--- src/axil_fanout_pkg.sv ---
/*
 * Shared constants and types for the AXI-lite single-register fan-out.
 * The data width is fixed at 32 bits, with one register per slave.
 * A word index at or above NS returns the interconnect error code.
 */
package axil_fanout_pkg;

	////////////////////
	// Bus geometry
	////////////////////

	// Data bus width, one register per slave of this size
	parameter int DATA_W = 32;
	// One strobe per byte lane
	parameter int STRB_W = DATA_W / 8;
	// Byte offset bits dropped before the word index
	parameter int ADDR_LSBS = 2;

	////////////////////
	// Response codes
	////////////////////

	typedef logic [1:0] resp_t;

	parameter resp_t RESP_OKAY   = 2'b00;
	parameter resp_t RESP_SLVERR = 2'b10;
	// Returned by the fan-out itself for an unmapped word index
	parameter resp_t RESP_DECERR = 2'b11;

	// Write fields broadcast to every slave, qualified by its awvalid bit
	typedef struct packed {
		logic [2:0]        prot;
		logic [DATA_W-1:0] data;
		logic [STRB_W-1:0] strb;
	} wr_bcast_t;

	// One read return, as held in the R FIFO
	typedef struct packed {
		logic [DATA_W-1:0] data;
		resp_t             resp;
	} rd_ret_t;

endpackage

--- src/resp_fifo.sv ---
/*
 * First-word-fall-through FIFO with a registered head.
 * o_data is valid whenever o_empty is low, one clock after the push.
 * The user must never push more than it can pop; no full flag leaves.
 * LGFLEN must be at least 1.
 */
module resp_fifo #(
	parameter int WIDTH  = 2,
	parameter int LGFLEN = 3
) (
	input  logic             S_AXI_ACLK,
	input  logic             S_AXI_ARESETN,
	input  logic             i_wr,
	input  logic [WIDTH-1:0] i_data,
	input  logic             i_rd,
	output logic [WIDTH-1:0] o_data,
	output logic             o_empty
);

	localparam int DEPTH = 1 << LGFLEN;

	logic [WIDTH-1:0] mem [DEPTH];
	logic [LGFLEN:0]  wr_ptr, rd_ptr;
	logic             out_valid;
	logic             mem_empty, mem_full, load, bypass;

	assign mem_empty = (wr_ptr == rd_ptr);
	// Wrap bits differ with equal addresses when the buffer is full
	assign mem_full  = (wr_ptr[LGFLEN] != rd_ptr[LGFLEN])
		&& (wr_ptr[LGFLEN-1:0] == rd_ptr[LGFLEN-1:0]);
	// Head register takes a new word when empty or being popped
	assign load      = !out_valid || i_rd;
	// Empty buffer lets the pushed word go straight to the head
	assign bypass    = load && mem_empty && i_wr;

	always_ff @(posedge S_AXI_ACLK)
	begin
		if (!S_AXI_ARESETN)
		begin
			wr_ptr    <= '0;
			rd_ptr    <= '0;
			out_valid <= 1'b0;
		end
		else
		begin
			if (i_wr && !bypass)
				wr_ptr <= wr_ptr + 1'b1;
			if (load)
			begin
				if (!mem_empty)
				begin
					rd_ptr    <= rd_ptr + 1'b1;
					out_valid <= 1'b1;
				end
				else
					out_valid <= i_wr;
			end
		end
	end

	always_ff @(posedge S_AXI_ACLK)
	begin
		if (i_wr && !bypass)
			mem[wr_ptr[LGFLEN-1:0]] <= i_data;
		if (load)
			o_data <= mem_empty ? i_data : mem[rd_ptr[LGFLEN-1:0]];
	end

	assign o_empty = !out_valid;

	a_no_underflow: assert property (@(posedge S_AXI_ACLK)
		disable iff (!S_AXI_ARESETN) i_rd |-> out_valid);

	// Upstream outstanding counts keep the buffer below full
	a_no_overflow: assert property (@(posedge S_AXI_ACLK)
		disable iff (!S_AXI_ARESETN) i_wr |-> !mem_full);

endmodule

--- src/axil_write_path.sv ---
/*
 * Write side of the fan-out: AW holding register, one-hot write pulse
 * qualified by WVALID, and BRESP capture two edges after the W handshake.
 * Accepted writes minus popped responses never exceed 2^LGFLEN.
 * Indices at or above NS answer RESP_DECERR without touching a slave.
 */
module axil_write_path #(
	parameter int NS     = 16,
	parameter int LGFLEN = 3,
	localparam int IDX_W = $clog2(NS),
	localparam int AW    = IDX_W + axil_fanout_pkg::ADDR_LSBS
) (
	input  logic                              S_AXI_ACLK,
	input  logic                              S_AXI_ARESETN,
	input  logic                              i_awvalid,
	output logic                              o_awready,
	input  logic [AW-1:0]                     i_awaddr,
	input  logic [2:0]                        i_awprot,
	input  logic                              i_wvalid,
	output logic                              o_wready,
	input  logic [axil_fanout_pkg::DATA_W-1:0] i_wdata,
	input  logic [axil_fanout_pkg::STRB_W-1:0] i_wstrb,
	input  logic                              i_bpop,
	output logic                              o_push,
	output axil_fanout_pkg::resp_t            o_resp,
	output logic [NS-1:0]                     o_m_awvalid,
	output axil_fanout_pkg::wr_bcast_t        o_m_wr,
	input  logic [NS*2-1:0]                   i_m_bresp
);

	localparam logic [LGFLEN:0] CNT_MAX = {1'b1, {LGFLEN{1'b0}}};

	logic                   aw_full, aw_acc, w_hs;
	logic [IDX_W-1:0]       aw_idx, idx1;
	logic [NS-1:0]          aw_sel;
	logic [2:0]             aw_prot;
	logic                   w_v1, w_v2;
	axil_fanout_pkg::resp_t resp2;
	logic [LGFLEN:0]        wr_cnt;

	////////////////////
	// AW holding register
	////////////////////

	// A new address may enter as the held one leaves with its data
	assign o_awready = (!aw_full || i_wvalid) && (wr_cnt != CNT_MAX);
	assign aw_acc    = i_awvalid && o_awready;
	assign o_wready  = aw_full;
	assign w_hs      = aw_full && i_wvalid;

	always_ff @(posedge S_AXI_ACLK)
	begin
		if (!S_AXI_ARESETN)
			aw_full <= 1'b0;
		else if (aw_acc)
			aw_full <= 1'b1;
		else if (w_hs)
			aw_full <= 1'b0;
	end

	// Index, one-hot select and prot ride with the held address
	always_ff @(posedge S_AXI_ACLK)
	begin
		if (aw_acc)
		begin
			aw_idx  <= i_awaddr[AW-1:axil_fanout_pkg::ADDR_LSBS];
			// Unmapped indices shift out and select nothing
			aw_sel  <= NS'(1) << i_awaddr[AW-1:axil_fanout_pkg::ADDR_LSBS];
			aw_prot <= i_awprot;
		end
	end

	////////////////////
	// Slave write pulse
	////////////////////

	// Pulse lasts exactly the W handshake cycle
	assign o_m_awvalid = w_hs ? aw_sel : '0;

	always_comb
	begin
		o_m_wr.prot = aw_prot;
		o_m_wr.data = i_wdata;
		o_m_wr.strb = i_wstrb;
	end

	////////////////////
	// BRESP pipeline
	////////////////////

	always_ff @(posedge S_AXI_ACLK)
	begin
		if (!S_AXI_ARESETN)
		begin
			w_v1   <= 1'b0;
			w_v2   <= 1'b0;
			o_push <= 1'b0;
		end
		else
		begin
			w_v1   <= w_hs;
			w_v2   <= w_v1;
			o_push <= w_v2;
		end
	end

	always_ff @(posedge S_AXI_ACLK)
	begin
		// Stage 1 keeps the index once the holding register moves on
		idx1 <= aw_idx;
		// Slave BRESP is valid the clock after its pulse
		if ({1'b0, idx1} >= (IDX_W + 1)'(NS))
			resp2 <= axil_fanout_pkg::RESP_DECERR;
		else
			resp2 <= i_m_bresp[2*idx1 +: 2];
		o_resp <= resp2;
	end

	////////////////////
	// Outstanding count
	////////////////////

	always_ff @(posedge S_AXI_ACLK)
	begin
		if (!S_AXI_ARESETN)
			wr_cnt <= '0;
		else
		begin
			case ({aw_acc, i_bpop})
				2'b10: wr_cnt <= wr_cnt + 1'b1;
				2'b01: wr_cnt <= wr_cnt - 1'b1;
				default: wr_cnt <= wr_cnt;
			endcase
		end
	end

	// At most one slave sees a write per cycle
	a_awvalid_onehot: assert property (@(posedge S_AXI_ACLK)
		disable iff (!S_AXI_ARESETN) $onehot0(o_m_awvalid));

	// Pops never outrun pushes and stalls hold the count to the FIFO depth
	a_wr_cnt_bound: assert property (@(posedge S_AXI_ACLK)
		disable iff (!S_AXI_ARESETN) wr_cnt <= CNT_MAX);

	// A pending address has already been counted as outstanding
	a_wready_pending: assert property (@(posedge S_AXI_ACLK)
		disable iff (!S_AXI_ARESETN) o_wready |-> (wr_cnt != '0));

endmodule

--- src/axil_read_path.sv ---
/*
 * Read side of the fan-out: one-cycle ARVALID pulse to the addressed
 * slave, then data and response picked the cycle the slave presents them.
 * Accepted reads minus popped returns never exceed 2^LGFLEN.
 * Indices at or above NS answer RESP_DECERR.
 */
module axil_read_path #(
	parameter int NS     = 16,
	parameter int LGFLEN = 3,
	localparam int IDX_W = $clog2(NS),
	localparam int AW    = IDX_W + axil_fanout_pkg::ADDR_LSBS
) (
	input  logic                              S_AXI_ACLK,
	input  logic                              S_AXI_ARESETN,
	input  logic                              i_arvalid,
	output logic                              o_arready,
	input  logic [AW-1:0]                     i_araddr,
	input  logic [2:0]                        i_arprot,
	input  logic                              i_rpop,
	output logic                              o_push,
	output axil_fanout_pkg::rd_ret_t          o_ret,
	output logic [NS-1:0]                     o_m_arvalid,
	output logic [2:0]                        o_m_arprot,
	input  logic [NS*axil_fanout_pkg::DATA_W-1:0] i_m_rdata,
	input  logic [NS*2-1:0]                   i_m_rresp
);

	localparam logic [LGFLEN:0] CNT_MAX = {1'b1, {LGFLEN{1'b0}}};

	logic             ar_hs;
	logic [IDX_W-1:0] ar_idx, idx_w, idx_v;
	logic             rd_wait, rd_valid;
	logic [LGFLEN:0]  rd_cnt;

	assign o_arready = (rd_cnt != CNT_MAX);
	assign ar_hs     = i_arvalid && o_arready;
	assign ar_idx    = i_araddr[AW-1:axil_fanout_pkg::ADDR_LSBS];

	////////////////////
	// Decode and issue
	////////////////////

	always_ff @(posedge S_AXI_ACLK)
	begin
		if (!S_AXI_ARESETN)
		begin
			o_m_arvalid <= '0;
			rd_wait     <= 1'b0;
		end
		else
		begin
			// Out-of-range index shifts out, so no slave is pulsed
			o_m_arvalid <= ar_hs ? (NS'(1) << ar_idx) : '0;
			rd_wait     <= ar_hs;
		end
	end

	always_ff @(posedge S_AXI_ACLK)
	begin
		if (ar_hs)
		begin
			o_m_arprot <= i_arprot;
			idx_w      <= ar_idx;
		end
	end

	////////////////////
	// Wait, valid, result
	////////////////////

	always_ff @(posedge S_AXI_ACLK)
	begin
		if (!S_AXI_ARESETN)
		begin
			rd_valid <= 1'b0;
			o_push   <= 1'b0;
		end
		else
		begin
			rd_valid <= rd_wait;
			o_push   <= rd_valid;
		end
	end

	always_ff @(posedge S_AXI_ACLK)
	begin
		idx_v <= idx_w;
		// Slave data appears one clock after its pulse
		o_ret.data <= i_m_rdata[axil_fanout_pkg::DATA_W*idx_v +: axil_fanout_pkg::DATA_W];
		if ({1'b0, idx_v} >= (IDX_W + 1)'(NS))
			o_ret.resp <= axil_fanout_pkg::RESP_DECERR;
		else
			o_ret.resp <= i_m_rresp[2*idx_v +: 2];
	end

	////////////////////
	// Outstanding count
	////////////////////

	always_ff @(posedge S_AXI_ACLK)
	begin
		if (!S_AXI_ARESETN)
			rd_cnt <= '0;
		else
		begin
			case ({ar_hs, i_rpop})
				2'b10: rd_cnt <= rd_cnt + 1'b1;
				2'b01: rd_cnt <= rd_cnt - 1'b1;
				default: rd_cnt <= rd_cnt;
			endcase
		end
	end

	a_arvalid_onehot: assert property (@(posedge S_AXI_ACLK)
		disable iff (!S_AXI_ARESETN) $onehot0(o_m_arvalid));

	// Stall on ARREADY keeps every return inside the R FIFO
	a_rd_cnt_bound: assert property (@(posedge S_AXI_ACLK)
		disable iff (!S_AXI_ARESETN) rd_cnt <= CNT_MAX);

endmodule

--- src/axil_fanout.sv ---
/*
 * AXI-lite slave port fanned out to NS single-register slaves.
 * Slaves must take any pulse and answer exactly one clock later.
 * NS must be at least 2 and LGFLEN at least 1.
 * Latency is four cycles from handshake to BVALID or RVALID.
 */
module axil_fanout #(
	parameter int NS     = 16,
	parameter int LGFLEN = 3,
	localparam int AW    = $clog2(NS) + axil_fanout_pkg::ADDR_LSBS
) (
	input  logic                              S_AXI_ACLK,
	input  logic                              S_AXI_ARESETN,
	// Write request
	input  logic                              i_awvalid,
	output logic                              o_awready,
	input  logic [AW-1:0]                     i_awaddr,
	input  logic [2:0]                        i_awprot,
	input  logic                              i_wvalid,
	output logic                              o_wready,
	input  logic [axil_fanout_pkg::DATA_W-1:0] i_wdata,
	input  logic [axil_fanout_pkg::STRB_W-1:0] i_wstrb,
	// Write response
	output logic                              o_bvalid,
	input  logic                              i_bready,
	output axil_fanout_pkg::resp_t            o_bresp,
	// Read request
	input  logic                              i_arvalid,
	output logic                              o_arready,
	input  logic [AW-1:0]                     i_araddr,
	input  logic [2:0]                        i_arprot,
	// Read response
	output logic                              o_rvalid,
	input  logic                              i_rready,
	output logic [axil_fanout_pkg::DATA_W-1:0] o_rdata,
	output axil_fanout_pkg::resp_t            o_rresp,
	// Slave side
	output logic [NS-1:0]                     o_m_awvalid,
	output axil_fanout_pkg::wr_bcast_t        o_m_wr,
	input  logic [NS*2-1:0]                   i_m_bresp,
	output logic [NS-1:0]                     o_m_arvalid,
	output logic [2:0]                        o_m_arprot,
	input  logic [NS*axil_fanout_pkg::DATA_W-1:0] i_m_rdata,
	input  logic [NS*2-1:0]                   i_m_rresp
);

	logic                     b_push, b_empty, b_pop;
	axil_fanout_pkg::resp_t   b_resp;
	logic                     r_push, r_empty, r_pop;
	axil_fanout_pkg::rd_ret_t r_ret, r_out;

	// Pops happen on the bus handshake
	assign b_pop = o_bvalid && i_bready;
	assign r_pop = o_rvalid && i_rready;

	axil_write_path #(
		.NS     (NS),
		.LGFLEN (LGFLEN)
	) u_write_path (
		.S_AXI_ACLK    (S_AXI_ACLK),
		.S_AXI_ARESETN (S_AXI_ARESETN),
		.i_awvalid     (i_awvalid),
		.o_awready     (o_awready),
		.i_awaddr      (i_awaddr),
		.i_awprot      (i_awprot),
		.i_wvalid      (i_wvalid),
		.o_wready      (o_wready),
		.i_wdata       (i_wdata),
		.i_wstrb       (i_wstrb),
		.i_bpop        (b_pop),
		.o_push        (b_push),
		.o_resp        (b_resp),
		.o_m_awvalid   (o_m_awvalid),
		.o_m_wr        (o_m_wr),
		.i_m_bresp     (i_m_bresp)
	);

	axil_read_path #(
		.NS     (NS),
		.LGFLEN (LGFLEN)
	) u_read_path (
		.S_AXI_ACLK    (S_AXI_ACLK),
		.S_AXI_ARESETN (S_AXI_ARESETN),
		.i_arvalid     (i_arvalid),
		.o_arready     (o_arready),
		.i_araddr      (i_araddr),
		.i_arprot      (i_arprot),
		.i_rpop        (r_pop),
		.o_push        (r_push),
		.o_ret         (r_ret),
		.o_m_arvalid   (o_m_arvalid),
		.o_m_arprot    (o_m_arprot),
		.i_m_rdata     (i_m_rdata),
		.i_m_rresp     (i_m_rresp)
	);

	////////////////////
	// Return FIFOs
	////////////////////

	resp_fifo #(
		.WIDTH  ($bits(axil_fanout_pkg::resp_t)),
		.LGFLEN (LGFLEN)
	) u_bfifo (
		.S_AXI_ACLK    (S_AXI_ACLK),
		.S_AXI_ARESETN (S_AXI_ARESETN),
		.i_wr          (b_push),
		.i_data        (b_resp),
		.i_rd          (b_pop),
		.o_data        (o_bresp),
		.o_empty       (b_empty)
	);

	resp_fifo #(
		.WIDTH  ($bits(axil_fanout_pkg::rd_ret_t)),
		.LGFLEN (LGFLEN)
	) u_rfifo (
		.S_AXI_ACLK    (S_AXI_ACLK),
		.S_AXI_ARESETN (S_AXI_ARESETN),
		.i_wr          (r_push),
		.i_data        (r_ret),
		.i_rd          (r_pop),
		.o_data        (r_out),
		.o_empty       (r_empty)
	);

	// FIFO head drives the response channels directly
	assign o_bvalid = !b_empty;
	assign o_rvalid = !r_empty;
	assign o_rdata  = r_out.data;
	assign o_rresp  = r_out.resp;

endmodule

--- config.mk ---
export PLATFORM = sky130hd
export DESIGN_NAME = axil_fanout
export DESIGN_NICKNAME = d
export VERILOG_FILES = /design/src/axil_fanout_pkg.sv /design/src/resp_fifo.sv /design/src/axil_write_path.sv /design/src/axil_read_path.sv /design/src/axil_fanout.sv
export SDC_FILE = /design/constraint.sdc
export NUM_CORES = 1
export LEC_CHECK = 0
export BUFFER_PORTS_ARGS = -buffer_cell sky130_fd_sc_hd__buf_2
export CORE_AREA = 2 2 295 297
export CTS_CLUSTER_DIAMETER = 80
export DETAILED_ROUTE_END_ITERATION = 8
export DIE_AREA = 0 0 297 299
export GPL_ROUTABILITY_DRIVEN = 0
export SKIP_LAST_GASP = 1
export SYNTH_ARGS = -nofsm -noshare
export SYNTH_HDL_FRONTEND = slang
export SYNTH_HIERARCHICAL = 1
export SYNTH_SLANG_ARGS = --single-unit
--- constraint.sdc ---
create_clock -name S_AXI_ACLK -period 13 [get_ports S_AXI_ACLK]
set_input_delay 1.3 -clock S_AXI_ACLK [delete_from_list [all_inputs] [get_ports S_AXI_ACLK]]
set_output_delay 1.3 -clock S_AXI_ACLK [all_outputs]
set_load 0.03 [all_outputs]
==> impl_metrics.env <==
export IMPL_antenna_found_initial=49
export IMPL_fin_skew_ps=32.8
export IMPL_min_to="u_write_path/o_resp[1]"
export IMPL_yosysUniqueCellTypes=57
export IMPL_worstRegToRegCells=4
export IMPL_fin_cells=3101
export IMPL_rows=108
export IMPL_syn2layout_area_growth_pct=28.1
export IMPL_nFillCells=8548
export IMPL_synth_largest_area_cell="edfxtp_1"
export IMPL_outcome="finished, final reports clean"
export IMPL_gr_usage_all_layers_pct=20.0
export IMPL_rsz0062_at_grt="false"
export IMPL_synth_edf_count=354
export IMPL_cts_setup_buffers=0
export IMPL_clock_latency_ps=600
export IMPL_yosys_top_cells_area="edfxtp_1 (50%), mux4_2 (23%), dfxtp_1 (9.5%)"
export IMPL_postRouteWirelength_mm=91.9
export IMPL_cp_max_fo=18
export IMPL_synth_common_cells="edfxtp_1 (354), mux4_2 (216), dfxtp_1 (101), nand2_1 (96), a22oi_1 (68)"
export IMPL_start_util_pct=24.8
export IMPL_min_path_cells=0
export IMPL_placed_cells=2997
export IMPL_io_buffers=675
export IMPL_drc_errors=0
export IMPL_hold_violations=0
export IMPL_ys_warn_count=6
export IMPL_die_area_um2=88800
export IMPL_grt_pass1_vias=15400
export IMPL_synth_cells=1273
export IMPL_overflow=0
export IMPL_r2r_slack_ps=9870
export IMPL_fin_tns_setup_ps=0
export IMPL_route_detailed_wl_per_inst_um=29.6
export IMPL_relSlewSlack_pct=26.8
export IMPL_ios=752
export IMPL_start_kind="primary input"
export IMPL_peakVddDrop_mv=0.112
export IMPL_required_ps=11700
export IMPL_cts_buffer_depth=3
export IMPL_swShare_pct=30.0
export IMPL_min_path_type="reg -> reg"
export IMPL_syn_avg_cell_area_um2=16.7
export IMPL_power_frac_clock_pct=33.9
export IMPL_ant_nets=0
export IMPL_via_per_inst=4.87
export IMPL_clk_pin_slew_worst_paths_ps=60
export IMPL_cp_end_kind="output port"
export IMPL_drt_iter0_markers=1336
export IMPL_post_route_util_pct=31.7
export IMPL_yosysMostFrequentCell="edfxtp_1"
export IMPL_finalCritPeriodShare_pct=26.6
export IMPL_worstPathArrival_ps=2160
export IMPL_cts_root_buf="clkbuf_16"
export IMPL_tightest_slew_ps=1100
export IMPL_cts_sinks=455
export IMPL_finalCriticalPeriod_ps=3460
export IMPL_fmax_mhz=289
export IMPL_post_cts_resized=0
export IMPL_synth_fp_nets=1922
export IMPL_setup_viol_count_final=0
export IMPL_fp_dieW_um=297
export IMPL_powerDensity_nw_per_um2=152
export IMPL_die_h_um=299
export IMPL_netlist_area_leader_share_pct=49.9
export IMPL_grt_pass1_wl_mm=123
export IMPL_hold_path_startpoint="u_write_path/resp2[1]"
export IMPL_htreeDepth=2
export IMPL_ctsHoldBuffers=0
export IMPL_fp_coreArea_um2=85900
export IMPL_combinationalPowerShare_pct=21.1
export IMPL_num_nets_final=2539
export IMPL_rr_endpoint="u_read_path/o_ret[10]"
export IMPL_dp_hpwl_mm=73.6
export IMPL_synth_area_um2=21300
export IMPL_maxSlewViolCount=0
export IMPL_power_leakage_nw=10.2
export IMPL_synthArstFlopShare_pct=0
export IMPL_first_pass_iters=5
export IMPL_cap_violations=0
export IMPL_power_switching_mw=1.24
export IMPL_grt_max_degree=101
export IMPL_cts_tree="built"
export IMPL_num_vias=15100
export IMPL_timing_rr_start="u_read_path/idx_v[1]"
export IMPL_ys_seq_elements=455
export IMPL_seq_power_share_pct=45.0
export IMPL_ys_seq_area_share_pct=59.4
export IMPL_path_class="in -> out"
export IMPL_drive_gt1_share_pct=52.6
export IMPL_p_int_mw=2.90
export IMPL_cts_made_buffers=46
export IMPL_synth_top_flop_cell="edfxtp_1"
-- power by group through the flow --
stage / Sequential [mW] / Combinational, mW / Clock (mW)
global route: 1.89 / 0.932 / 1.49
floorplan: 1.95 / 0.449 / 0
finish: 1.86 / 0.874 / 1.40
CTS: 1.87 / 0.888 / 1.44
detailed placement: 1.90 / 0.886 / 0
global placement: 1.89 / 0.870 / 0
-- worst max-delay path, cell delays in order --
cell and delay [ps]:
buf_2 250, nand2b_1 170, o41a_1 220, buf_2 220
-- state kept, by name, summed over array words and instances, names as in the netlist, 4 cells and up, named ones only --
register / count
u_rfifo/rd_ptr: 4
u_bfifo/rd_ptr: 4
u_read_path/o_m_arvalid: 16
u_rfifo/o_data: 34
u_rfifo/wr_ptr: 4
u_read_path/o_ret: 34
u_write_path/wr_cnt: 4
u_bfifo/mem: 16
u_write_path/aw_idx: 4
u_read_path/idx_w: 4
u_rfifo/mem: 272
u_read_path/rd_cnt: 4
u_write_path/idx1: 4
u_write_path/aw_sel: 16
u_read_path/idx_v: 4
u_bfifo/wr_ptr: 4
-- how the worst max path moves through the flow --
stage                                  end  slack [ps]      from  cells past startpoint
global route                     o_awready        9500  i_wvalid                      4
finish                           o_awready        9540  i_wvalid                      4
detailed placement               o_awready        9530  i_wvalid                      4
CTS                              o_awready        9530  i_wvalid                      4
floorplan                u_rfifo/mem[3][0]        7090  i_rready                      4
global placement    u_write_path/wr_cnt[3]        9540  i_wvalid                     10
-- placed cells by master, fill, tap and decap left out, drive strengths merged, types with 10 or more instances in the layout --
cell    synthesis  routed
ha             10      10
xnor2          11      11
o21ai          46      46
clkinv          1      18
nor3           18      18
and3           18      18
and2           11      11
nand2          96      96
buf            91     693
a22oi          68      68
mux2i          48      48
a21oi          15      15
nand2b         16      16
diode           0      18
edfxtp        354     354
inv            18      20
nand4          10      10
mux4          216     216
nor2           38      38
dfxtp         101     101
clkbuf         33      59
-- final cells by class --
type | instances | area (um^2) | area share, %
antenna | 18 | 45.0 | 0.165
clock buffer | 59 | 1270 | 4.66
tap | 1155 | 1450 | 5.30
clock inverter | 27 | 365 | 1.34
timing repair buffer | 693 | 3530 | 12.9
inverter | 19 | 71.3 | 0.262
sequential | 455 | 12700 | 46.4
multi-input combinational | 675 | 7880 | 28.9
-- logic make-up (layout without fill, tap and decap cells) --
logic type,after synthesis,after routing,synth area share (%)
AO/OA/AOI/OAI,149,149,4.69
flip-flops,455,455,59.4
buffers and inverters,143,798,3.86
other,0,18,0
multiplexers,264,264,25.1
AND/OR/NAND/NOR,237,237,5.47
XOR/XNOR,13,13,0.641
adder cells (fa/ha/maj),12,12,0.776
-- metal layers --
metal  part of all wire (%)  track usage [%]
met5                   0.31             2.06
met4                    5.7             10.1
met3                    9.7             6.82
met2                     47             32.6
met1                     37             23.4
-- through the flow --
step	power, mW	setup slack (ps)	hold slack, ps	instance area [um^2]
floorplan	2.40	7090	310	21300
global placement	2.76	9540	317	25600
detailed placement	2.79	9530	315	25600
CTS	4.19	9530	329	27200
global route	4.31	9500	333	27300
finish	4.14	9540	333	27300
(Power assumes the default switching activity.)
